--- src/fetch_pkg.sv ---
`default_nettype none

package fetch_pkg;

  // datapath width
  localparam int XLEN = 32;
  localparam logic [XLEN-1:0] RESET_PC = 32'h0000_0000; // boot vector

  // instruction memory, halfword granular
  localparam int IMEM_HW_DEPTH = 256;
  localparam int IMEM_AW = $clog2(IMEM_HW_DEPTH); // halfword index width

  // btb geometry, index from pc[4:1]
  localparam int BTB_ENTRIES = 16;
  localparam int BTB_IDX_W = $clog2(BTB_ENTRIES);
  localparam int BTB_TAG_W = XLEN - BTB_IDX_W - 1; // pc bits above the index

  // fetch queue
  localparam int FQ_DEPTH = 4;
  localparam int FQ_AW = $clog2(FQ_DEPTH);

  // trap or branch redirect
  typedef struct packed {
    logic            valid;
    logic [XLEN-1:0] target;
  } redirect_t;

  // btb training write
  typedef struct packed {
    logic            valid;
    logic [XLEN-1:0] pc;     // branch pc
    logic [XLEN-1:0] target; // taken target
  } btb_update_t;

  // program load, one halfword per beat
  typedef struct packed {
    logic            valid;
    logic [XLEN-1:0] addr; // byte address
    logic [15:0]     data;
  } mem_load_t;

  // 32 bit encoding
  typedef struct packed {
    logic [6:0] funct7;
    logic [4:0] rs2;
    logic [4:0] rs1;
    logic [2:0] funct3;
    logic [4:0] rd;
    logic [6:0] opcode; // [1:0] == 2'b11 for full length
  } inst_full_t;

  // rvc parcel
  typedef struct packed {
    logic [13:0] body;
    logic [1:0]  quadrant; // 2'b11 never valid here
  } c_inst_t;

  typedef struct packed {
    logic [15:0] upper; // next parcel, ignored for rvc
    c_inst_t     c_inst;
  } inst_comp_t;

  // one fetched word, two views
  typedef union packed {
    inst_full_t full;
    inst_comp_t comp;
  } inst_word_u;

  // entry handed to decode
  typedef struct packed {
    logic [XLEN-1:0] pc;
    inst_word_u      inst;
    logic            is_compressed;
    logic            pred_taken; // btb said taken at this pc
  } fetch_entry_t;

endpackage

`default_nettype wire
--- src/fetch_queue.sv ---
`timescale 1ns/1ns
`default_nettype none

module fetch_queue
  import fetch_pkg::*;
(
  input  wire          clk,
  input  wire          rst,
  input  wire          flush_i,   // redirect, drop everything
  input  wire          push_i,
  input  fetch_entry_t entry_i,
  output logic         full_o,
  output logic         valid_o,   // head entry to decode
  output fetch_entry_t entry_o,
  input  wire          ready_i
);

  fetch_entry_t buf_q [FQ_DEPTH]; // entry storage

  logic [FQ_AW-1:0] wr_ptr_q;
  logic [FQ_AW-1:0] rd_ptr_q;
  logic [FQ_AW:0]   count_q;  // one extra bit for full
  logic             pop;
  logic             do_push;

  assign full_o  = (count_q == FQ_DEPTH[FQ_AW:0]);
  assign valid_o = (count_q != '0);
  assign entry_o = buf_q[rd_ptr_q];

  assign pop     = valid_o && ready_i;
  assign do_push = push_i && !full_o; // stage already checks full

  // pointers and count
  always_ff @(posedge clk) begin
    if (rst) begin
      wr_ptr_q <= '0;
      rd_ptr_q <= '0;
      count_q  <= '0;
    end else if (flush_i) begin
      wr_ptr_q <= '0; // flush wins over push and pop
      rd_ptr_q <= '0;
      count_q  <= '0;
    end else begin
      if (do_push) begin
        wr_ptr_q <= wr_ptr_q + 1'b1; // depth is a power of two
      end
      if (pop) begin
        rd_ptr_q <= rd_ptr_q + 1'b1;
      end
      case ({do_push, pop})
        2'b10:   count_q <= count_q + 1'b1;
        2'b01:   count_q <= count_q - 1'b1;
        default: count_q <= count_q; // both or neither
      endcase
    end
  end

  // entry payload
  always_ff @(posedge clk) begin
    if (do_push) begin
      buf_q[wr_ptr_q] <= entry_i;
    end
  end

  // fetch_stage must see full before pushing
  a_no_push_full : assert property (
    @(posedge clk) disable iff (rst)
    push_i |-> !full_o
  ) else $error("fetch_queue: push while full");

  // decode side handshake, head held until taken
  a_out_stable : assert property (
    @(posedge clk) disable iff (rst)
    (valid_o && !ready_i && !flush_i) |=> (valid_o && $stable(entry_o))
  ) else $error("fetch_queue: head entry changed while stalled");

endmodule

`default_nettype wire

--- config.mk ---
export PLATFORM = sky130hd
export DESIGN_NAME = fetch_queue
export DESIGN_NICKNAME = d
export VERILOG_FILES = /design/src/fetch_pkg.sv /design/src/fetch_queue.sv
export SDC_FILE = /design/constraint.sdc
export NUM_CORES = 1
export LEC_CHECK = 0
export BUFFER_PORTS_ARGS = -buffer_cell sky130_fd_sc_hd__buf_2
export CAP_MARGIN = 15
export CORE_UTILIZATION = 30
export CTS_BUF_LIST = sky130_fd_sc_hd__clkbuf_8
export DETAILED_ROUTE_END_ITERATION = 7
export SETUP_SLACK_MARGIN = 0.05
export SKIP_CTS_REPAIR_TIMING = 1
export SYNTH_ARGS = -nofsm -noshare
export SYNTH_HDL_FRONTEND = slang
export SYNTH_SLANG_ARGS = --single-unit
--- constraint.sdc ---
create_clock -name clk -period 2.3 [get_ports clk]
set_input_delay 0.46 -clock clk [delete_from_list [all_inputs] [get_ports clk]]
set_output_delay 0.46 -clock clk [all_outputs]
set_load 0.01 [all_outputs]
==> metrics.txt <==
Comb power frac 0.062; fin util 0.387; critical path class reg -> out; Hold WS 0.142 ns; Final Routed Wirelength 19900 microns; DIE AREA 0.0340 sq mm; flops & latches, synth 273; Layout Skew 0.0156 ns; fin. max-slew vios 0; share of the synthesized area in the top cell type 0.793; endpoints failing setup 53; RSZ-0062 raised after global routing yes; Critical-path top delay cell mux4_2; Clock Power Share 0.375; # rows 66; Storage cell area 0.00812 sq mm; antenna violations before repair 2; gp weighted congestion 0.669; commonest cells after routing, fill and taps aside edfxtp_1 (264), buf_2 (89), mux4_2 (66); Psw 2.14 mW; DR vias/cell 4.43; dpl ws 0.115 ns; P_int 7.84 mW; sequential power share 0.563; All-Layer GR Usage 0.111; final HPWL from detailed placement 10600 microns; sw frac 0.214; Non-Filler Instances 1060; effective utilization at floorplan 0.306; CTS tree built; period utilization 1.02; Final Cell Area 0.0126 sq mm; Worst setup EP type output port; measured slew at the worst slew-check pin 1.10 ns; fmax 424 MHz; Starting DRT DRC Count 185; wire per inst 18.7 microns; delay of the slowest critical-path stage 0.55 ns; Vias 4692; Clock Tree Buf Depth 3; post-synthesis compound-gate area fraction 0.00588; sequential fraction of the synthesis area 0.811; share of cells above drive strength 1 0.482; yosys warns 0; vias in the first global route 5230; filler cell count in the final layout 2965; Peak VDD IR 0.384 mV; post-synthesis xor/xnor area fraction 0.00351; Critical Path AT 1.90 ns; first-pass GRT wire length 28500 microns; Worst EP required 1.84 ns; Syn-to-layout area delta 26.4%; Slew HR 0.267; DRC 0; synth unique cells 26; port bufs 138; grt total ovfl 0; placed cells 967; CP max FO 8; number of antenna repair diodes 0; ANT nets after route 0; area post-placement 0.0113 sq mm; Post-Synth Adder-Cell Area 0.00826; worst min path class in -> reg; combinational family with the most area after synthesis multiplexers; area of the multi-input gates 0.00180 sq mm; Hold Violations, Final 0; crit-path cells buf_8, buf_16, mux4_2, buf_6; most common cell after layout, fill and taps aside edfxtp_1; Final Critical Period 2.36 ns; # IOs 139; status complete, but fails checks; leak pwr 4.20 nW; detailed-router iteration count before antenna repair 6; clock tree sinks 273; largest net degree at the start of global routing 67; syn_nets 475; total CTS buffers 45; Mapped Area 0.00999 sq mm; violations in the final reports negative setup slack; dominant cell type by area after synthesis edfxtp_1; setup ws final -0.0564 ns; synth top area cells edfxtp_1 (79%), mux4_2 (15%), dfxtp_1 (1.8%); Avg Cell Area, Syn 25.1 sq um; simple-gate area share of the yosys netlist 0.0106; Die X-Extent 185 microns; core area 0.0326 sq mm; maxcap violations 0; Root Driver clkbuf_8; Clock transition at path regs 0.06 ns; mux contribution to synthesized area 0.149; Die Height 185 microns; power density over the cells 790 mW/mm^2; Final #Nets 661; Syn Inst Count 398; Worst-Skew Late Latency 0.53 ns; CTS HTree Levels 2; Critical Path Start Type flip-flop
-- metal layers --
layer	vias up	track usage	wire length, microns
li1	2080	-	-
met1	2436	0.127	7980
met2	132	0.193	10300
met3	40	0.0354	1130
met4	4	0.0417	426
met5	-	0	24
-- cells in the mapped netlist (all sizes together) --
cell,n
or2,1
or3b,1
mux4,66
o21ai,1
nor2,7
or3,2
xnor2,1
and3,4
buf,12
a21oi,3
inv,7
ha,5
xor2,3
o31ai,1
clkbuf,4
o311ai,1
a21o,1
edfxtp,264
nand3,1
fa,1
o31a,1
dfxtp,9
and2,1
nand4,1
-- metrics by stage --
step                      power (mW)  TNS (ns)
after CTS                       10.0     -8.54
after global routing            10.4     -7.59
after floorplan                 5.97         0
after detailed placement        6.23         0
after global placement          6.20         0
final                           9.97     -1.24
-- flip-flops by register name, summed over array words and instances, names as in the netlist, named ones only --
signal	flops
buf_q	264
wr_ptr_q	2
count_q	3
rd_ptr_q	2
-- cell type report --
| cell class | count | share of cell area |
|---|---|---|
| Inverter | 7 | 0.00208 |
| Sequential cell | 273 | 0.643 |
| Tap cell | 442 | 0.0438 |
| Clock buffer | 48 | 0.0523 |
| Multi-Input combinational cell | 102 | 0.143 |
| Timing Repair Buffer | 155 | 0.105 |
| Clock inverter | 33 | 0.0113 |
-- worst paths after layout --
| path | depth (start not counted) | slack, ns | endpoint | startpoint |
|---|---|---|---|---|
| hold / removal | 1 | 0.14 | buf_q[2][34] | entry_i[34] |
| hold reg to reg | 2 | 0.51 | count_q[2] | count_q[2] |
| setup / recovery | 4 | -0.06 | entry_o[25] | flip-flop |
| setup reg to reg | 9 | 0.11 | count_q[2] | count_q[0] |
-- power by group through the flow --
stage	Combinational (mW)	Clock [mW]	Sequential, mW
after global placement	0.493	0	5.71
final	0.615	3.74	5.62
after floorplan	0.257	0	5.71
after CTS	0.513	3.92	5.62
after global routing	0.665	4.12	5.62
after detailed placement	0.511	0	5.72
-- worst max-delay path: cells and delay by family, from the launching register on --
kind,cells,cell delay (ns)
buffers and inverters,3,0.43
DFF,1,0.38
muxes,1,0.55
-- logic make-up after synthesis --
logic type	count (synthesis)
xor gates and xnor gates	4
buffers and inverters	23
muxes	66
adders and majority gates	6
and+or+nand+nor	18
DFF	273
AOI/OAI and AO/OA	8
Note: power is estimated with default switching activity, not from simulation.
