--- src/fetch_pkg.sv ---
`default_nettype none

package fetch_pkg;

  // datapath width
  localparam int XLEN = 32;
  localparam logic [XLEN-1:0] RESET_PC = 32'h0000_0000; // boot vector

  // instruction memory, halfword granular
  localparam int IMEM_HW_DEPTH = 256;
  localparam int IMEM_AW = $clog2(IMEM_HW_DEPTH); // halfword index width

  // btb geometry, index from pc[4:1]
  localparam int BTB_ENTRIES = 16;
  localparam int BTB_IDX_W = $clog2(BTB_ENTRIES);
  localparam int BTB_TAG_W = XLEN - BTB_IDX_W - 1; // pc bits above the index

  // fetch queue
  localparam int FQ_DEPTH = 4;
  localparam int FQ_AW = $clog2(FQ_DEPTH);

  // trap or branch redirect
  typedef struct packed {
    logic            valid;
    logic [XLEN-1:0] target;
  } redirect_t;

  // btb training write
  typedef struct packed {
    logic            valid;
    logic [XLEN-1:0] pc;     // branch pc
    logic [XLEN-1:0] target; // taken target
  } btb_update_t;

  // program load, one halfword per beat
  typedef struct packed {
    logic            valid;
    logic [XLEN-1:0] addr; // byte address
    logic [15:0]     data;
  } mem_load_t;

  // 32 bit encoding
  typedef struct packed {
    logic [6:0] funct7;
    logic [4:0] rs2;
    logic [4:0] rs1;
    logic [2:0] funct3;
    logic [4:0] rd;
    logic [6:0] opcode; // [1:0] == 2'b11 for full length
  } inst_full_t;

  // rvc parcel
  typedef struct packed {
    logic [13:0] body;
    logic [1:0]  quadrant; // 2'b11 never valid here
  } c_inst_t;

  typedef struct packed {
    logic [15:0] upper; // next parcel, ignored for rvc
    c_inst_t     c_inst;
  } inst_comp_t;

  // one fetched word, two views
  typedef union packed {
    inst_full_t full;
    inst_comp_t comp;
  } inst_word_u;

  // entry handed to decode
  typedef struct packed {
    logic [XLEN-1:0] pc;
    inst_word_u      inst;
    logic            is_compressed;
    logic            pred_taken; // btb said taken at this pc
  } fetch_entry_t;

endpackage

`default_nettype wire
--- src/pc_gen.sv ---
`timescale 1ns/1ns
`default_nettype none

module pc_gen
  import fetch_pkg::*;
(
  input  wire             clk,
  input  wire             rst,
  input  redirect_t       trap_i,          // highest priority
  input  redirect_t       branch_i,        // from execute
  input  wire             bpu_hit_i,       // already gated with advance
  input  wire  [XLEN-1:0] bpu_target_i,
  input  wire             advance_i,       // current word accepted
  input  wire             is_compressed_i, // length of current word
  output logic [XLEN-1:0] fetch_addr_o,    // pre-if address to imem
  output logic [XLEN-1:0] cur_pc_o
);

  logic [XLEN-1:0] pc_q;    // pc of word coming back from imem
  logic [XLEN-1:0] pc_seq;  // fall-through
  logic [XLEN-1:0] pc_next;

  // 2 bytes for rvc, 4 otherwise
  assign pc_seq = pc_q + (is_compressed_i ? 32'd2 : 32'd4);

  // trap > branch > hold > btb > sequential
  always_comb begin
    if (trap_i.valid) begin
      pc_next = trap_i.target;
    end else if (branch_i.valid) begin
      pc_next = branch_i.target;
    end else if (!advance_i) begin
      // stall, re-read the same word
      pc_next = pc_q;
    end else if (bpu_hit_i) begin
      pc_next = bpu_target_i;
    end else begin
      pc_next = pc_seq;
    end
  end

  // redirects load even while stalled, hold case is folded into pc_next
  always_ff @(posedge clk) begin
    if (rst) begin
      pc_q <= RESET_PC;
    end else begin
      pc_q <= pc_next;
    end
  end

  assign fetch_addr_o = pc_next; // imem returns this word next cycle
  assign cur_pc_o     = pc_q;

  // targets come from execute, trap unit and btb, all must stay halfword aligned
  a_pc_aligned : assert property (
    @(posedge clk) disable iff (rst)
    pc_q[0] == 1'b0
  ) else $error("pc_gen: misaligned pc %h", pc_q);

endmodule

`default_nettype wire

--- config.mk ---
export PLATFORM = sky130hd
export DESIGN_NAME = pc_gen
export DESIGN_NICKNAME = d
export VERILOG_FILES = /design/src/fetch_pkg.sv /design/src/pc_gen.sv
export SDC_FILE = /design/constraint.sdc
export NUM_CORES = 1
export LEC_CHECK = 0
export ABC_AREA = 1
export BUFFER_PORTS_ARGS = -buffer_cell sky130_fd_sc_hd__buf_2
export CAP_MARGIN = 20
export CORE_UTILIZATION = 49
export DETAILED_ROUTE_END_ITERATION = 10
export PLACE_DENSITY = 0.86
export SYNTH_ARGS = -nofsm -noshare
export SYNTH_HDL_FRONTEND = slang
export SYNTH_SLANG_ARGS = --single-unit
--- constraint.sdc ---
create_clock -name clk -period 3.8 [get_ports clk]
set_input_delay 0.38 -clock clk [delete_from_list [all_inputs] [get_ports clk]]
set_output_delay 0.38 -clock clk [all_outputs]
set_load 0.01 [all_outputs]
==> impl_metrics.yaml <==
run_status:
  status: "complete, no violations"
clock_tree:
  clockBufferDepth: 2
  numCtsBuffers: 5
  clock_latency_ns: 0.29
  post_cts_buffers: 0
  cts-htree-levels: 2
  hold_buffers: 0
  tritoncts: "yes"
  cts_resized: 0
  clk_pin_slew_ns: 0.07
  cts_sinks: 32
  cts_root_buf: "clkbuf_8"
drt:
  wl_per_cell_um: 13.63
  vias: 4308
  dr.pass1.iters: 5
  drcViolationCount: 0
  via_per_inst: 5.319
  wirelength_um: 11040
  drt_iter0_markers: 278
  ant_nets: 0
synth:
  synth_seq_area_share: 0.2083
  netlist_instances: 583
  synth.area.top_cells: "nand2_1 (28%), dfxtp_1 (21%), nor2_1 (12%)"
  ys_ff_latch: 32
  yosys.area.top_type_share: 0.2783
  yosysWarningCount: 0
  synth_cell_types: 31
  yosys.area.top_type: "nand2_1"
  avgSynthCellArea_um2: 5.275
  netlist_area_mm2: 0.003075
  syn_nets: 689
global_routing:
  antenna_found_initial: 0
  grt_pass1_vias: 3691
  grt_pass1_wl_um: 16990
  groute.usage.overall: 0.3343
  grt-ovfl-total: 0
  grt_max_degree: 34
floorplan:
  ios: 167
  rows: 28
  die_area_mm2: 0.006598
  start_util: 0.5134
  core-area_mm2: 0.005991
  die_h_um: 81.23
  die_w_um: 81.23
final_layout:
  drive_gt1_frac: 0.2585
  fillers: 597
  largest_reg_flops: 32
  antenna_cells: 0
  utilization: 0.6736
  fin_cells: 810
  nets: 840
  area_growth_pct: 31.20
run:
  max-cap-violations: 0
worst_setup_path:
  path_max_fanout: 5
  criticalPathCategory: "reg2out"
  reg2reg_to: "cur_pc_o[19]"
  startpoint_type: "flip-flop"
  reg2reg_depth: 11
  timing.rr.start: "cur_pc_o[1]"
  required_ns: 3.42
  cp.arrival_ns: 2.44
  r2r_slack_ns: 1.63
  end_kind: "output port"
timing:
  finalSetupViolations: 0
  period_share: 0.7433
  rsz0062_at_grt: "no"
  fin_setup_tns_ns: 0
  worst_pin_slew_ns: 1.028
  skew_ns: 0.004099
  max_freq_mhz: 354.1
  relSlewSlack: 0.3139
  setup_ws_ns: 0.9756
  fin_crit_ns: 2.824
  drv_slew: 0
  finalHoldViolations: 0
power:
  p_clk_frac: 0.274
  power_switching_mw: 0.3731
  p_per_area_mw_per_mm2: 255.3
  combinationalPowerShare: 0.339
  vdd_ir_drop_max_mv: 0.2227
  seq_power_share: 0.387
  p_leak_nw: 2.084
  p_int_mw: 0.6573
  switching_share: 0.3621
hold_path:
  whs_path_depth: 3
  holdCritStartpoint: "trap_i[7]"
  hp-class: "in2reg"
  min_to: "cur_pc_o[7]"
placed_design:
  io_buffers: 166
  dpl.cell_count: 801
  gp_congestion: 0.8834
  hpwlAfterDp_um: 8155
  place_ws_ns: 1.105
-- worst max-delay path by stage --
stage | start | end | slack (ns) | cells after the start
5_1_grt | cur_pc_o[1] | fetch_addr_o[17] | 0.75 | 12
2_1_floorplan | cur_pc_o[1] | fetch_addr_o[15] | 1.55 | 10
3_5_place_dp | bpu_hit_i | fetch_addr_o[3] | 1.11 | 12
3_3_place_gp | branch_i[32] | fetch_addr_o[15] | 1.20 | 6
4_1_cts | cur_pc_o[1] | fetch_addr_o[15] | 1.00 | 11
6_report | cur_pc_o[1] | fetch_addr_o[19] | 0.98 | 12
-- cells in the final DEF (no fill, tap or decap), types with 2 or more instances in the layout --
cell type  count
a211oi_1       3
a21o_1         2
a21oi_1       58
a221oi_1       8
buf_2        166
buf_4          2
clkbuf_1       2
clkbuf_8       6
dfxtp_1       32
ha_1           2
inv_1         39
nand2_1      228
nand2_2        3
nand3_1       30
nand3b_1       2
nor2_1       101
nor2_2         4
nor2_4         2
o211ai_1       6
o21ai_0       16
o21ai_1        2
o221ai_1       2
or2_2          3
xnor2_1        4
xor2_1         3
-- cells in the mapped netlist --
cell	n
a221oi_1	8
clkinv_1	1
or2_2	3
a21oi_2	1
xnor2_1	4
nand3_1	30
nor3_1	1
inv_2	1
a211oi_1	3
a21oi_1	58
o21bai_1	1
inv_1	39
nor2_2	4
nor2_4	2
nand3b_1	2
a21o_1	2
xor2_1	3
o211ai_1	6
clkbuf_1	22
nand3_2	1
fa_1	1
o21ai_1	2
o21ai_0	16
nand2_1	228
dfxtp_1	32
o221ai_1	2
nor2_1	101
nand2_2	3
ha_1	2
a221o_1	1
buf_2	3
-- through the flow --
step           power (mW)  instance area, um^2  hold slack, ns
2_1_floorplan      0.5989                 3075          0.4585
3_3_place_gp       0.7401                 3918          0.6286
3_5_place_dp       0.7462                 3918          0.6416
4_1_cts             1.030                 4008          0.3545
5_1_grt             1.096                 4035          0.3644
6_report            1.030                 4035          0.3586
-- routing by layer --
layer / up-vias / track usage / wire length, um / share of wire
li1: 2176 / - / - / -
met1: 1891 / 0.4284 / 4743 / 0.43
met2: 222 / 0.5605 / 5183 / 0.47
met3: 19 / 0.04494 / 872 / 0.079
met4: 0 / 0.1339 / 240 / 0.022
met5: - / 0 / 0 / 0
-- power groups by stage --
| stage | logic, mW | registers, mW | clock network (mW) |
|---|---|---|---|
| 6_report | 0.349 | 0.399 | 0.283 |
| 3_3_place_gp | 0.336 | 0.405 | 0 |
| 3_5_place_dp | 0.342 | 0.405 | 0 |
| 4_1_cts | 0.344 | 0.397 | 0.290 |
| 5_1_grt | 0.391 | 0.403 | 0.302 |
| 2_1_floorplan | 0.192 | 0.407 | 0 |
-- critical path, stage by stage (launching register included) --
cell	delay, ns
dfxtp_1	0.37
ha_1	0.19
inv_1	0.05
fa_1	0.44
nor2_2	0.16
nand2_1	0.12
nor2_1	0.23
a21oi_1	0.09
nand3b_1	0.16
nand2_1	0.08
nand2_1	0.07
nand2_1	0.06
buf_2	0.12
-- layout make-up --
| class | instances | area (um^2) | share of cell area |
|---|---|---|---|
| multi-input combinational | 485 | 2183 | 0.5411 |
| timing repair buffer | 169 | 873.3 | 0.2164 |
| sequential | 32 | 640.6 | 0.1588 |
| inverter | 41 | 153.9 | 0.03814 |
| tap | 75 | 93.84 | 0.02326 |
| clock buffer | 8 | 90.09 | 0.02233 |
-- cells by family after synthesis --
| family | Yosys count | synth area share |
|---|---|---|
| and+or+nand+nor | 375 | 0.4878 |
| AOI/OAI and AO/OA | 100 | 0.1876 |
| buffers and inverters | 66 | 0.08177 |
| DFF | 32 | 0.2083 |
| xor gates and xnor gates | 7 | 0.01994 |
| adders and majority gates | 3 | 0.01465 |
(Power assumes the default switching activity.)
