<file path="config.mk">
export PLATFORM = sky130hd
export DESIGN_NAME = btb
export DESIGN_NICKNAME = d
export VERILOG_FILES = /design/src/fetch_pkg.sv /design/src/btb.sv
export SDC_FILE = /design/constraint.sdc
export NUM_CORES = 1
export LEC_CHECK = 0
export BUFFER_PORTS_ARGS = -buffer_cell sky130_fd_sc_hd__buf_2
export CORE_UTILIZATION = 40
export CTS_BUF_LIST = sky130_fd_sc_hd__clkbuf_2 sky130_fd_sc_hd__clkbuf_4 sky130_fd_sc_hd__clkbuf_8
export CTS_CLUSTER_SIZE = 8
export DETAILED_ROUTE_END_ITERATION = 8
export GPL_TIMING_DRIVEN = 1
export PLACE_DENSITY = 0.56
export SKIP_LAST_GASP = 1
export SYNTH_ARGS = -nofsm -noshare
export SYNTH_HDL_FRONTEND = slang
export SYNTH_SLANG_ARGS = --single-unit
export TNS_END_PERCENT = 20
</file>
<file path="constraint.sdc">
create_clock -name clk -period 6.03 [get_ports clk]
set_input_delay 0.9045 -clock clk [delete_from_list [all_inputs] [get_ports clk]]
set_output_delay 0.9045 -clock clk [all_outputs]
set_load 0.1 [all_outputs]
</file>
<file path="src/fetch_pkg.sv">
`default_nettype none

package fetch_pkg;

  // datapath width
  localparam int XLEN = 32;
  localparam logic [XLEN-1:0] RESET_PC = 32'h0000_0000; // boot vector

  // instruction memory, halfword granular
  localparam int IMEM_HW_DEPTH = 256;
  localparam int IMEM_AW = $clog2(IMEM_HW_DEPTH); // halfword index width

  // btb geometry, index from pc[4:1]
  localparam int BTB_ENTRIES = 16;
  localparam int BTB_IDX_W = $clog2(BTB_ENTRIES);
  localparam int BTB_TAG_W = XLEN - BTB_IDX_W - 1; // pc bits above the index

  // fetch queue
  localparam int FQ_DEPTH = 4;
  localparam int FQ_AW = $clog2(FQ_DEPTH);

  // trap or branch redirect
  typedef struct packed {
    logic            valid;
    logic [XLEN-1:0] target;
  } redirect_t;

  // btb training write
  typedef struct packed {
    logic            valid;
    logic [XLEN-1:0] pc;     // branch pc
    logic [XLEN-1:0] target; // taken target
  } btb_update_t;

  // program load, one halfword per beat
  typedef struct packed {
    logic            valid;
    logic [XLEN-1:0] addr; // byte address
    logic [15:0]     data;
  } mem_load_t;

  // 32 bit encoding
  typedef struct packed {
    logic [6:0] funct7;
    logic [4:0] rs2;
    logic [4:0] rs1;
    logic [2:0] funct3;
    logic [4:0] rd;
    logic [6:0] opcode; // [1:0] == 2'b11 for full length
  } inst_full_t;

  // rvc parcel
  typedef struct packed {
    logic [13:0] body;
    logic [1:0]  quadrant; // 2'b11 never valid here
  } c_inst_t;

  typedef struct packed {
    logic [15:0] upper; // next parcel, ignored for rvc
    c_inst_t     c_inst;
  } inst_comp_t;

  // one fetched word, two views
  typedef union packed {
    inst_full_t full;
    inst_comp_t comp;
  } inst_word_u;

  // entry handed to decode
  typedef struct packed {
    logic [XLEN-1:0] pc;
    inst_word_u      inst;
    logic            is_compressed;
    logic            pred_taken; // btb said taken at this pc
  } fetch_entry_t;

endpackage

`default_nettype wire
</file>
<file path="src/btb.sv">
`timescale 1ns/1ns
`default_nettype none

module btb
  import fetch_pkg::*;
(
  input  wire             clk,
  input  wire             rst,
  input  wire  [XLEN-1:0] lookup_pc_i, // current pc
  input  btb_update_t     update_i,    // training from outside
  output logic            hit_o,
  output logic [XLEN-1:0] target_o
);

  // direct mapped storage
  logic [BTB_ENTRIES-1:0] valid_q;
  logic [BTB_TAG_W-1:0]   tag_q    [BTB_ENTRIES];
  logic [XLEN-1:0]        target_q [BTB_ENTRIES];

  // lookup side
  logic [BTB_IDX_W-1:0] lk_idx;
  logic [BTB_TAG_W-1:0] lk_tag;

  // update side
  logic [BTB_IDX_W-1:0] up_idx;
  logic [BTB_TAG_W-1:0] up_tag;

  // pc[0] is always zero, index starts at bit 1
  assign lk_idx = lookup_pc_i[BTB_IDX_W:1];
  assign lk_tag = lookup_pc_i[XLEN-1:BTB_IDX_W+1];

  assign up_idx = update_i.pc[BTB_IDX_W:1];
  assign up_tag = update_i.pc[XLEN-1:BTB_IDX_W+1];

  // valid bits only, cleared on reset
  always_ff @(posedge clk) begin
    if (rst) begin
      valid_q <= '0;
    end else if (update_i.valid) begin
      valid_q[up_idx] <= 1'b1;
    end
  end

  // tag and target payload
  always_ff @(posedge clk) begin
    if (update_i.valid) begin
      tag_q[up_idx]    <= up_tag;     // overwrite, no replacement policy
      target_q[up_idx] <= update_i.target;
    end
  end

  // combinational lookup, new entries seen from the cycle after the write
  always_comb begin
    hit_o    = valid_q[lk_idx] && (tag_q[lk_idx] == lk_tag);
    target_o = target_q[lk_idx];
  end

  // trainer must hand in real instruction addresses
  a_update_aligned : assert property (
    @(posedge clk) disable iff (rst)
    update_i.valid |-> (update_i.pc[0] == 1'b0 && update_i.target[0] == 1'b0)
  ) else $error("btb: misaligned update pc %h target %h",
                update_i.pc, update_i.target);

endmodule

`default_nettype wire

</file>
==> metrics.md <==
| Metric | Value |
|---|---|
| Detailed placement HPWL | `45400 µm` |
| Crit share post-route | `82.4%` |
| CTS Buffer Depth | `3` |
| Chip Width | `306 µm` |
| Gpl congestion | `0.803` |
| Largest family of logic cells by synthesized area | `multiplexers` |
| Via density | `5.49` |
| Peak supply drop | `229 µV` |
| #FFs+latches synth | `960` |
| Compound-Gate Fraction of Synth Area | `1.31%` |
| Syn nets | `1652` |
| Worst hold-check path type | `flop to flop` |
| Post-synthesis simple-gate area fraction | `1.29%` |
| Hold Path Sink | `valid_q[4]$_SDFFE_PP0P_` |
| RSZ-0062 raised after global routing | `no` |
| # hold bufs at CTS | `0` |
| Register Area | `0.0287 mm²` |
| Transition time of the tightest slew-check pin | `1.05 ns` |
| HP Start | `valid_q[4]$_SDFFE_PP0P_` |
| Initial antenna violation count | `16` |
| TNS Setup | `0 ns` |
| Number of distinct library cells after synthesis | `54` |
| Drt initial violations | `1658` |
| PnR worst setup slack | `1.06 ns` |
| Die area | `0.0935 mm²` |
| Final hold vios | `0` |
| Total gr overflow | `0` |
| Ports | `132` |
| CP Max Fanout | `40` |
| Core area | `0.0915 mm²` |
| Synth Flop Type | `edfxtp_1` |
| Syn avg cell area | `23.8 µm²` |
| # port buffers | `129` |
| Max-slew violations | `0` |
| First-pass DRT Iterations | `5` |
| Post-synthesis mux area share | `17.8%` |
| EDFF count, synth | `944` |
| Max_slew headroom | `30.0%` |
| YS warnings | `0` |
| Gr usage total | `18.9%` |
| Max Cap Violations | `0` |
| Post_cts resized | `0` |
| Clk root buf | `clkbuf_8` |
| Worst slack, placed | `1.04 ns` |
| Hold path depth | `2` |
| Area Overhead vs Synth | `14.2%` |
| Tmin final | `4.97 ns` |
| Clk pin slew, worst setup/hold paths | `0.06 ns` |
| Post-Synth XOR/XNOR Area | `0.641%` |
| Post-Route Skew | `0 ns` |
| Htree depth | `4` |
| Critical Path RT | `5.13 ns` |
| Footprint of the multi-input gates | `0.00787 mm²` |
| TritonCTS clock tree | `done` |
| Worst Setup Start Kind | `input pin` |
| Sequential share of the synthesized area | `77.7%` |
| Slowest stage delay, CP | `0.54 ns` |
| Largest net degree at the start of global routing | `117` |
| Post-synth ARST share | `0%` |
| Post-CTS Setup Bufs | `0` |
| DRC viols | `0` |
| Share of cells above drive strength 1 | `37.1%` |
| Worst setup EP type | `output pin` |
| Post-layout nets | `1911` |
| Endpoints failing setup | `0` |
| Vias in the first global route | `18329` |
| WL final | `87200 µm` |
| Synth Area in Adders | `0%` |
| RR Startpoint | `valid_q[11]$_SDFFE_PP0P_` |
| Worst-Skew Late Latency | `0.78 ns` |
| Max stage delay cell, worst path | `mux4_2` |
| Outcome | `completed` |
| Syn Inst Count | `1553` |
| Row count | `111` |
| Worst setup path class | `input pin to output pin` |
| R2R Setup Slk | `5.43 ns` |
| Worst reg-to-reg path cell count | `2` |
| Clock Sinks | `960` |
| Wire length per cell | `28.1 µm` |
| Reg2Reg Capture Point | `valid_q[11]$_SDFFE_PP0P_` |
| First-pass GRT wire length | `126000 µm` |
| Netlist Area Pre-Place | `0.0369 mm²` |
| Antenna violation net count after detailed routing | `0` |
| CP Cell Sequence | `buf_8, buf_4, mux4_2, o21ai_1, o22ai_1, a2111oi_0, a21oi_1, nor4_2, buf_12` |
| F_max | `201 MHz` |
| Initial core utilization | `40.3%` |
| TritonCTS Buffers | `155` |
| LEAKAGE | `13.4 nW` |
| Routed via count | `17056` |
| Critical Path AT | `4.06 ns` |
| Fillers | `7631` |
| Power per cell area | `326 mW/mm²` |
| Die height | `306 µm` |
## cell usage after synthesis, types with 3 or more instances
cell type | instances | area [µm²]
mux2_2 | 4 | 45.0
a21oi_1 | 12 | 60.1
buf_6 | 8 | 90.1
buf_1 | 7 | 26.3
edfxtp_1 | 944 | 28300
buf_4 | 8 | 60.1
clkbuf_1 | 21 | 78.8
o2bb2ai_1 | 5 | 43.8
nor2b_1 | 5 | 31.3
xor2_1 | 14 | 123
o22ai_1 | 9 | 56.3
a221oi_2 | 4 | 60.1
mux4_2 | 271 | 6100
o21ai_0 | 4 | 20.0
inv_1 | 12 | 45.0
nor4_1 | 4 | 25.0
o21ai_1 | 3 | 15.0
nand3_1 | 4 | 20.0
nand2_1 | 6 | 22.5
nor3_1 | 6 | 30.0
mux2i_1 | 41 | 410
xnor2_1 | 13 | 114
buf_2 | 25 | 125
dfxtp_1 | 16 | 320
nor2_1 | 57 | 214
nand2b_1 | 7 | 43.8
a22oi_1 | 5 | 37.5
a31oi_1 | 3 | 18.8
## worst max-delay path, delay by kind of cell
kind | cells | cell delay [ns]
AND/OR/NAND/NOR | 1 | 0.53
AO/OA/AOI/OAI | 4 | 1.05
multiplexers | 1 | 0.54
buffers and inverters | 3 | 1.01
## kinds of logic after synthesis
logic type | Yosys count
multiplexers | 316
AO/OA/AOI/OAI | 64
XOR/XNOR | 27
buffers and inverters | 86
flip-flops | 960
AND/OR/NAND/NOR | 100
## per-layer routing
layer | up-vias | wire length, µm | GRT usage, %
li1 | 7182 | - | -
met2 | 557 | 43600 | 31.1
met5 | - | 144 | 0
met4 | 22 | 1420 | 5.11
met3 | 131 | 5180 | 4.74
met1 | 9164 | 36800 | 25.2
## placed cells by master, fill, tap and decap left out, drive strengths merged, types with 7 or more instances in the layout
cell,count
a21oi,12
xor2,14
inv,15
dfxtp,16
nand2b,7
clkinv,33
mux2i,41
nor2,57
mux4,271
clkbuf,219
o22ai,9
buf,174
xnor2,13
clkinvlp,8
edfxtp,944
o21ai,7
## sequential cells by signal (all words and copies together) (netlist names)
signal and count:
tag_q 432, target_q 512, valid_q 16
## layout make-up
class	instances	share of cell area (%)
Sequential cell	960	68.0
Multi-Input combinational cell	507	18.7
Inverter	14	0.128
Antenna cell	2	0.0119
Clock inverter	44	0.626
Tap cell	1186	3.52
Clock buffer	219	6.23
Timing Repair Buffer	174	2.84
## how the worst max path moves through the flow
stage	start	endpoint
after floorplan	update_i[34]	tag_q[1][0]$_DFFE_PP_
after global placement	lookup_pc_i[1]	hit_o
after detailed placement	lookup_pc_i[1]	hit_o
after CTS	lookup_pc_i[1]	hit_o
after global routing	lookup_pc_i[1]	hit_o
final	lookup_pc_i[1]	hit_o
## report_power, final
| part | switching [mW] | internal (mW) | leakage, nW |
|---|---|---|---|
| registers | 0.0278 | 7.47 | 8.66 |
| logic | 0.636 | 0.329 | 3.23 |
| clock network | 2.43 | 2.87 | 1.51 |
| total | 3.10 | 10.7 | 13.4 |
## per-stage QoR
step           std cells  hold slack (ns)  utilization (%)  power (mW)  instance area [µm²]
3_5_place_dp        2841            0.456             42.9        8.62                39300
3_3_place_gp        2841            0.449             42.9        8.59                39300
2_1_floorplan       1553            0.435                -        8.29                36900
5_1_grt             3105            0.441             46.1        14.2                42200
6_report            3106            0.464             46.1        13.8                42200
4_1_cts             3104            0.400             46.1        13.9                42200
(Power assumes the default switching activity.)
