File: src/fetch_pkg.sv
`default_nettype none

package fetch_pkg;

  // datapath width
  localparam int XLEN = 32;
  localparam logic [XLEN-1:0] RESET_PC = 32'h0000_0000; // boot vector

  // instruction memory, halfword granular
  localparam int IMEM_HW_DEPTH = 256;
  localparam int IMEM_AW = $clog2(IMEM_HW_DEPTH); // halfword index width

  // btb geometry, index from pc[4:1]
  localparam int BTB_ENTRIES = 16;
  localparam int BTB_IDX_W = $clog2(BTB_ENTRIES);
  localparam int BTB_TAG_W = XLEN - BTB_IDX_W - 1; // pc bits above the index

  // fetch queue
  localparam int FQ_DEPTH = 4;
  localparam int FQ_AW = $clog2(FQ_DEPTH);

  // trap or branch redirect
  typedef struct packed {
    logic            valid;
    logic [XLEN-1:0] target;
  } redirect_t;

  // btb training write
  typedef struct packed {
    logic            valid;
    logic [XLEN-1:0] pc;     // branch pc
    logic [XLEN-1:0] target; // taken target
  } btb_update_t;

  // program load, one halfword per beat
  typedef struct packed {
    logic            valid;
    logic [XLEN-1:0] addr; // byte address
    logic [15:0]     data;
  } mem_load_t;

  // 32 bit encoding
  typedef struct packed {
    logic [6:0] funct7;
    logic [4:0] rs2;
    logic [4:0] rs1;
    logic [2:0] funct3;
    logic [4:0] rd;
    logic [6:0] opcode; // [1:0] == 2'b11 for full length
  } inst_full_t;

  // rvc parcel
  typedef struct packed {
    logic [13:0] body;
    logic [1:0]  quadrant; // 2'b11 never valid here
  } c_inst_t;

  typedef struct packed {
    logic [15:0] upper; // next parcel, ignored for rvc
    c_inst_t     c_inst;
  } inst_comp_t;

  // one fetched word, two views
  typedef union packed {
    inst_full_t full;
    inst_comp_t comp;
  } inst_word_u;

  // entry handed to decode
  typedef struct packed {
    logic [XLEN-1:0] pc;
    inst_word_u      inst;
    logic            is_compressed;
    logic            pred_taken; // btb said taken at this pc
  } fetch_entry_t;

endpackage

`default_nettype wire
File: src/fetch_stage.sv
`timescale 1ns/1ns
`default_nettype none

module fetch_stage
  import fetch_pkg::*;
(
  input  wire             clk,
  input  wire             rst,
  input  wire             kill_i,          // trap or branch redirect
  input  wire  [XLEN-1:0] cur_pc_i,
  input  inst_word_u      rdata_i,         // imem word for cur_pc
  input  wire             bpu_hit_i,       // raw btb hit for cur_pc
  input  wire             q_full_i,
  output logic            push_o,
  output fetch_entry_t    entry_o,
  output logic            advance_o,       // lets pc_gen step
  output logic            is_compressed_o
);

  logic word_vld_q; // imem word matches cur_pc
  logic is_c;

  // no word is in flight in the cycle after reset or a kill
  always_ff @(posedge clk) begin
    if (rst) begin
      word_vld_q <= 1'b0;
    end else if (kill_i) begin
      word_vld_q <= 1'b0; // drop wrong-path word
    end else begin
      word_vld_q <= 1'b1;
    end
  end

  // length from the quadrant bits
  assign is_c = (rdata_i.comp.c_inst.quadrant != 2'b11);

  // accept when valid, room in queue and not being redirected
  assign push_o          = word_vld_q && !q_full_i && !kill_i;
  assign advance_o       = push_o; // btb target only taken with this
  assign is_compressed_o = is_c;

  always_comb begin
    entry_o.pc = cur_pc_i;
    if (is_c) begin
      entry_o.inst = {16'h0000, rdata_i.comp.c_inst}; // next parcel not part of it
    end else begin
      entry_o.inst = rdata_i;
    end
    entry_o.is_compressed = is_c;
    entry_o.pred_taken    = bpu_hit_i;
  end

endmodule

`default_nettype wire

File: config.mk
export PLATFORM = sky130hd
export DESIGN_NAME = fetch_stage
export DESIGN_NICKNAME = d
export VERILOG_FILES = /design/src/fetch_pkg.sv /design/src/fetch_stage.sv
export SDC_FILE = /design/constraint.sdc
export NUM_CORES = 1
export LEC_CHECK = 0
export BUFFER_PORTS_ARGS = -buffer_cell sky130_fd_sc_hd__buf_2
export CORE_MARGIN = 2
export CORE_UTILIZATION = 19
export DETAILED_ROUTE_END_ITERATION = 10
export MAX_ROUTING_LAYER = met4
export PLACE_DENSITY = 0.76
export SKIP_CTS_REPAIR_TIMING = 1
export SLEW_MARGIN = 20
export SYNTH_ARGS = -nofsm -noshare
export SYNTH_HDL_FRONTEND = slang
export SYNTH_SLANG_ARGS = --single-unit
export TNS_END_PERCENT = 1
File: constraint.sdc
create_clock -name clk -period 0.8 [get_ports clk]
set_input_delay 0.24 -clock clk [delete_from_list [all_inputs] [get_ports clk]]
set_output_delay 0.24 -clock clk [all_outputs]
set_load 0.01 [all_outputs]
==> flow_summary.yaml, run 1 <==
worst_setup_path:
  cp_top_family: "buffers and inverters"
  cpMaxStageDelayCell: "and3_2"
  crit_type: "primary input to primary output"
  path_cells: "buf_12, and3_2, buf_6"
  arrival_ns: 0.68
  path_max_fanout: 18
  cp.required_ns: 0.56
  endpoint_kind: "primary output"
  crit_buf_inv: 2
  cpPeakStageDelay_ns: 0.20
  startpoint_type: "primary input"
  worstSetupStartpoint: "rdata_i[0]"
cells_and_area:
  largest_reg_flops: 1
  regMostFlops: "word_vld_q"
  largestRegisters: "word_vld_q (1)"
  postLayoutCellArea_um2: 554
  fin_nets: 136
  antenna_cells: 0
  final_layout_size_suffix_gt1_share_pct: 83.1
  fill_cells: 307
  syn_to_final_growth_pct: 1.61
global_routing:
  grt_pass1_wl_um: 2040
  grt-ovfl-total: 0
  grt_max_degree: 19
  grt_usage_pct: 8.23
  antenna_found_initial: 0
  grt_pass1_vias: 404
power_and_ir_drop:
  finalPower_mw: 0.296
  vdd.ir_drop.worst_v: 0.000355
  power.leakage_nw: 0.328
  powerDensity_nw_per_um2: 534
floorplanning:
  io_pins: 138
  initial_utilization_pct: 20.0
  num_rows: 19
  die_h_um: 57.6
  die_w_um: 57.6
  die_area_um2: 3320
  coreArea_um2: 2730
min_path:
  hp-start: "rst"
  hold_depth: 2
  hold_class: "primary input to flip-flop"
  min_to: "word_vld_q"
route:
  drtIter0Drc: 1
  vias: 394
  vias_per_cell: 4.10
  drt_pre_antenna_iters: 2
  drc: 0
  top_layer: "met4"
  wl_met2_um: 727
  wl_um: 1560
  wl_per_cell_um: 16.3
  met1_length_um: 425
  ant_nets: 0
  route.met3.wl_um: 310
yosys:
  yosysSeqAreaShare_pct: 3.67
  synth_top_area_share_pct: 71.6
  synth_area_leaders: "buf_4 72%, and3_1 10%, and3_2 9.6%"
  synth_top_area_cell: "buf_4"
  syn-num-nets: 142
  synth-seq-cells: 1
  synth_cell_types: 8
  synthCells: 73
  postSynthAreaPerCell_um2: 7.47
  yosys_warnings: 0
  netlist_area_um2: 546
cts:
  cts.clk_slew.worst_paths_ns: 0
flow_run:
  cap_violations: 0
timing:
  whs_ns: 0.399
  fin_setup_tns_ns: -1.83
  maxSlewHeadroom_pct: 90.6
  final_max_slew_viol_count: 0
  fmax_mhz: 1080
  finalHoldViolCount: 0
  fin_crit_sh_pct: 116
  worst_slack_ns: -0.124
  worstMarginPinSlew_ns: 0.141
  setup_viol: 22
  rsz0062_at_grt: "true"
  min_period_ns: 0.924
status:
  status: "finished, violations left"
  violations: "negative setup slack"
place:
  dpl_cell_area_um2: 424
  place.detailed.hpwl_um: 1270
  dpl_worst_slack_ns: -0.275
  place.gp.congestion: 0.639
  numPortBuffers: 43
[worst max path at each step]
stage                       end  slack, ns  cells past startpoint
CTS                 entry_o[31]      -0.28                      3
detailed placement  entry_o[31]      -0.28                      3
global route          advance_o      -0.14                      3
floorplan                push_o      -0.10                      2
global placement    entry_o[31]      -0.24                      3
finish              entry_o[32]      -0.12                      3
[per-layer routing]
metal  up-vias  global-route usage, %
met1       161                   8.32
met2        42                   13.6
li1        169                      -
met3        22                   2.04
met5         -                      -
met4         0                   5.98
[cells in the final DEF (no fill, tap or decap)]
cell / instances
and3_2: 1
nor3b_4: 1
buf_4: 2
nand2_2: 1
and3_1: 9
dfxtp_1: 1
nor2_1: 1
buf_2: 29
buf_12: 2
buf_6: 12
and3_4: 6
[cell type report]
class,instances,area [µm²],share of cell area (%)
flip-flops and latches,1,20.0,3.61
multi-input cells,19,160,28.9
well taps,31,38.8,7.00
repair buffers,45,335,60.5
[power breakdown]
part           switching (mW)  internal (mW)
registers            0.000549         0.0536
logic                  0.0936          0.148
clock network               0              0
total                  0.0941          0.202
[synthesized netlist by cell type, drive strengths merged]
| cell type | instances |
|---|---|
| nor3b | 1 |
| nor2 | 1 |
| and3 | 16 |
| dfxtp | 1 |
| buf | 53 |
| nand2 | 1 |
[metrics by stage]
| stage | std cells | util, % |
|---|---|---|
| 6_report | 96 | 20.3 |
| 5_1_grt | 96 | 20.3 |
| 4_1_cts | 96 | 15.5 |
| 3_5_place_dp | 96 | 15.5 |
| 3_3_place_gp | 96 | 15.5 |
| 2_1_floorplan | 73 | - |
[kinds of logic after synthesis]
group	share of synthesized area, %
DFF	3.67
buffers and inverters	73.6
and+or+nand+nor	22.7
No activity file was read; power rests on OpenSTA's default activity.
==> inputs of run 2 (changes only) <==
--- a/config.mk
+++ b/config.mk
@@ -6,11 +6,11 @@
 export NUM_CORES = 1
 export LEC_CHECK = 0
 export BUFFER_PORTS_ARGS = -buffer_cell sky130_fd_sc_hd__buf_2
-export CORE_MARGIN = 2
-export CORE_UTILIZATION = 19
+export CORE_AREA = 2 2 54 56
 export DETAILED_ROUTE_END_ITERATION = 10
+export DIE_AREA = 0 0 56 58
 export MAX_ROUTING_LAYER = met4
-export PLACE_DENSITY = 0.76
+export PLACE_DENSITY = 0.78
 export SKIP_CTS_REPAIR_TIMING = 1
 export SLEW_MARGIN = 20
 export SYNTH_ARGS = -nofsm -noshare
==> constraint.sdc (replaced) <==
create_clock -name clk -period 1.1 [get_ports clk]
set_input_delay 0.33 -clock clk [delete_from_list [all_inputs] [get_ports clk]]
set_output_delay 0.33 -clock clk [all_outputs]
set_load 0.01 [all_outputs]
==> run 2 against run 1 <==
Net effect:
- the run still ends with negative setup slack left
- flip-flop and latch count unchanged
- critical path depth unchanged
- cell area down 12%
- final cell count down 2.1%
- sequential power down 28%
- global-route usage down 1.1 points
- die area down 2.1%
- power down 37%
- via count up 0.51%
- highest routed layer unchanged
==> flow_summary.yaml, run 2 (same netlist as run 1, synthesis figures left out) <==
status:
  status: "finished, violations left"
  violations: "negative setup slack"
worst_setup_path:
  endpoint_kind: "primary output"
  crit_type: "primary input to primary output"
  arrival_ns: 0.77
  startpoint_type: "primary input"
  path_max_fanout: 18
  cp.required_ns: 0.77
cells_and_area:
  final_common_cell: "buf_2"
  finalCoreUtilization_pct: 18.2
  largest_reg_flops: 1
  regMostFlops: "word_vld_q"
  final_layout_size_suffix_gt1_share_pct: 81.0
  most-common-layout-cells: "31 x buf_2, 10 x buf_6, 9 x and3_1, 7 x and3_2, 2 x buf_8"
  largestRegisters: "word_vld_q (1)"
  fin_nets: 134
  syn_to_final_growth_pct: -11.0
  antenna_cells: 0
global_routing:
  grt-ovfl-total: 0
  grt_pass1_vias: 373
  antenna_found_initial: 0
  grt_pass1_wl_um: 1850
  grt_max_degree: 19
  grt_usage_pct: 7.17
power_and_ir_drop:
  powerDensity_nw_per_um2: 387
  power.leakage_nw: 0.311
  p_switching_mw: 0.0614
  vdd.ir_drop.worst_v: 0.000183
  swShare_pct: 32.7
  p_seq_share_pct: 20.9
  combPwrFrac_pct: 79.1
  clkPwrFrac_pct: 0
  internal_power_mw: 0.126
timing:
  finalHoldViolCount: 0
  fin_crit_sh_pct: 100
  final_max_slew_viol_count: 0
  setup_viol: 3
  min_period_ns: 1.10
  fin_setup_tns_ns: -0.00427
  rsz0062_at_grt: "true"
  worstMarginPinSlew_ns: 0.152
  worst_slack_ns: -0.00360
  fmax_mhz: 906
  maxSlewHeadroom_pct: 89.8
min_path:
  hold_class: "primary input to flip-flop"
route:
  wl_per_cell_um: 14.4
  top_layer: "met4"
  route.met3.wl_um: 210
  wl_met2_um: 589
  vias: 396
  wl_um: 1350
  drc: 0
  met1_length_um: 442
  drt_pre_antenna_iters: 2
  drtIter0Drc: 6
  ant_nets: 0
  vias_per_cell: 4.21
place:
  place.gp.congestion: 0.538
  dpl_worst_slack_ns: -0.136
  numPortBuffers: 43
floorplanning:
  die_w_um: 56
  die_h_um: 58
  io_pins: 138
  num_rows: 19
  initial_utilization_pct: 20.5
  die_area_um2: 3250
  coreArea_um2: 2660
flow_run:
  cap_violations: 0
cts:
  cts.clk_slew.worst_paths_ns: 0
[run 2: cell types whose count changed in the layout (fill, tap and decap cells not counted)]
cell / before / now
nor3b_2: 0 / 1
buf_2: 29 / 31
buf_12: 2 / 0
nor3b_4: 1 / 0
and3_4: 6 / 0
and3_2: 1 / 7
nand2_2: 1 / 0
nand2_1: 0 / 1
buf_4: 2 / 0
buf_6: 12 / 10
buf_8: 0 / 2
[run 2: routing by layer]
metal	vias up	GRT usage [%]
met2	46	12.3
met3	26	2.01
li1	164	-
met5	-	-
met4	0	6.80
met1	160	6.34
[run 2: worst max-delay path, cell delays in order]
cell	delay, ns
buf_8	0.12
and3_2	0.20
buf_6	0.12
[run 2: final cells by class]
cell class              instances  area, µm²
well taps                      31       38.8
fillers                       317       2180
multi-input cells              19        129
repair buffers                 43        298
flip-flops and latches          1       20.0
[run 2: power groups by stage]
stage | combinational (mW) | sequential (mW) | clock [mW]
floorplan | 0.237 | 0.0391 | 0
detailed placement | 0.122 | 0.0392 | 0
finish | 0.149 | 0.0392 | 0
CTS | 0.123 | 0.0392 | 0
global route | 0.162 | 0.0395 | 0
global placement | 0.122 | 0.0392 | 0
[run 2: stage by stage]
stage	hold slack [ns]	instance area, µm²	power, mW	std cells
final	0.485	485	0.188	94
after global routing	0.498	485	0.201	94
after CTS	0.489	403	0.162	94
after detailed placement	0.489	403	0.161	94
after global placement	0.484	403	0.161	94
after floorplan	0.397	551	0.276	73
[run 2: worst paths after layout]
check             slack (ns)       start          end  depth (start not counted)
setup / recovery      -0.004  rdata_i[0]  entry_o[31]                          3
hold / removal          0.49         rst   word_vld_q                          2
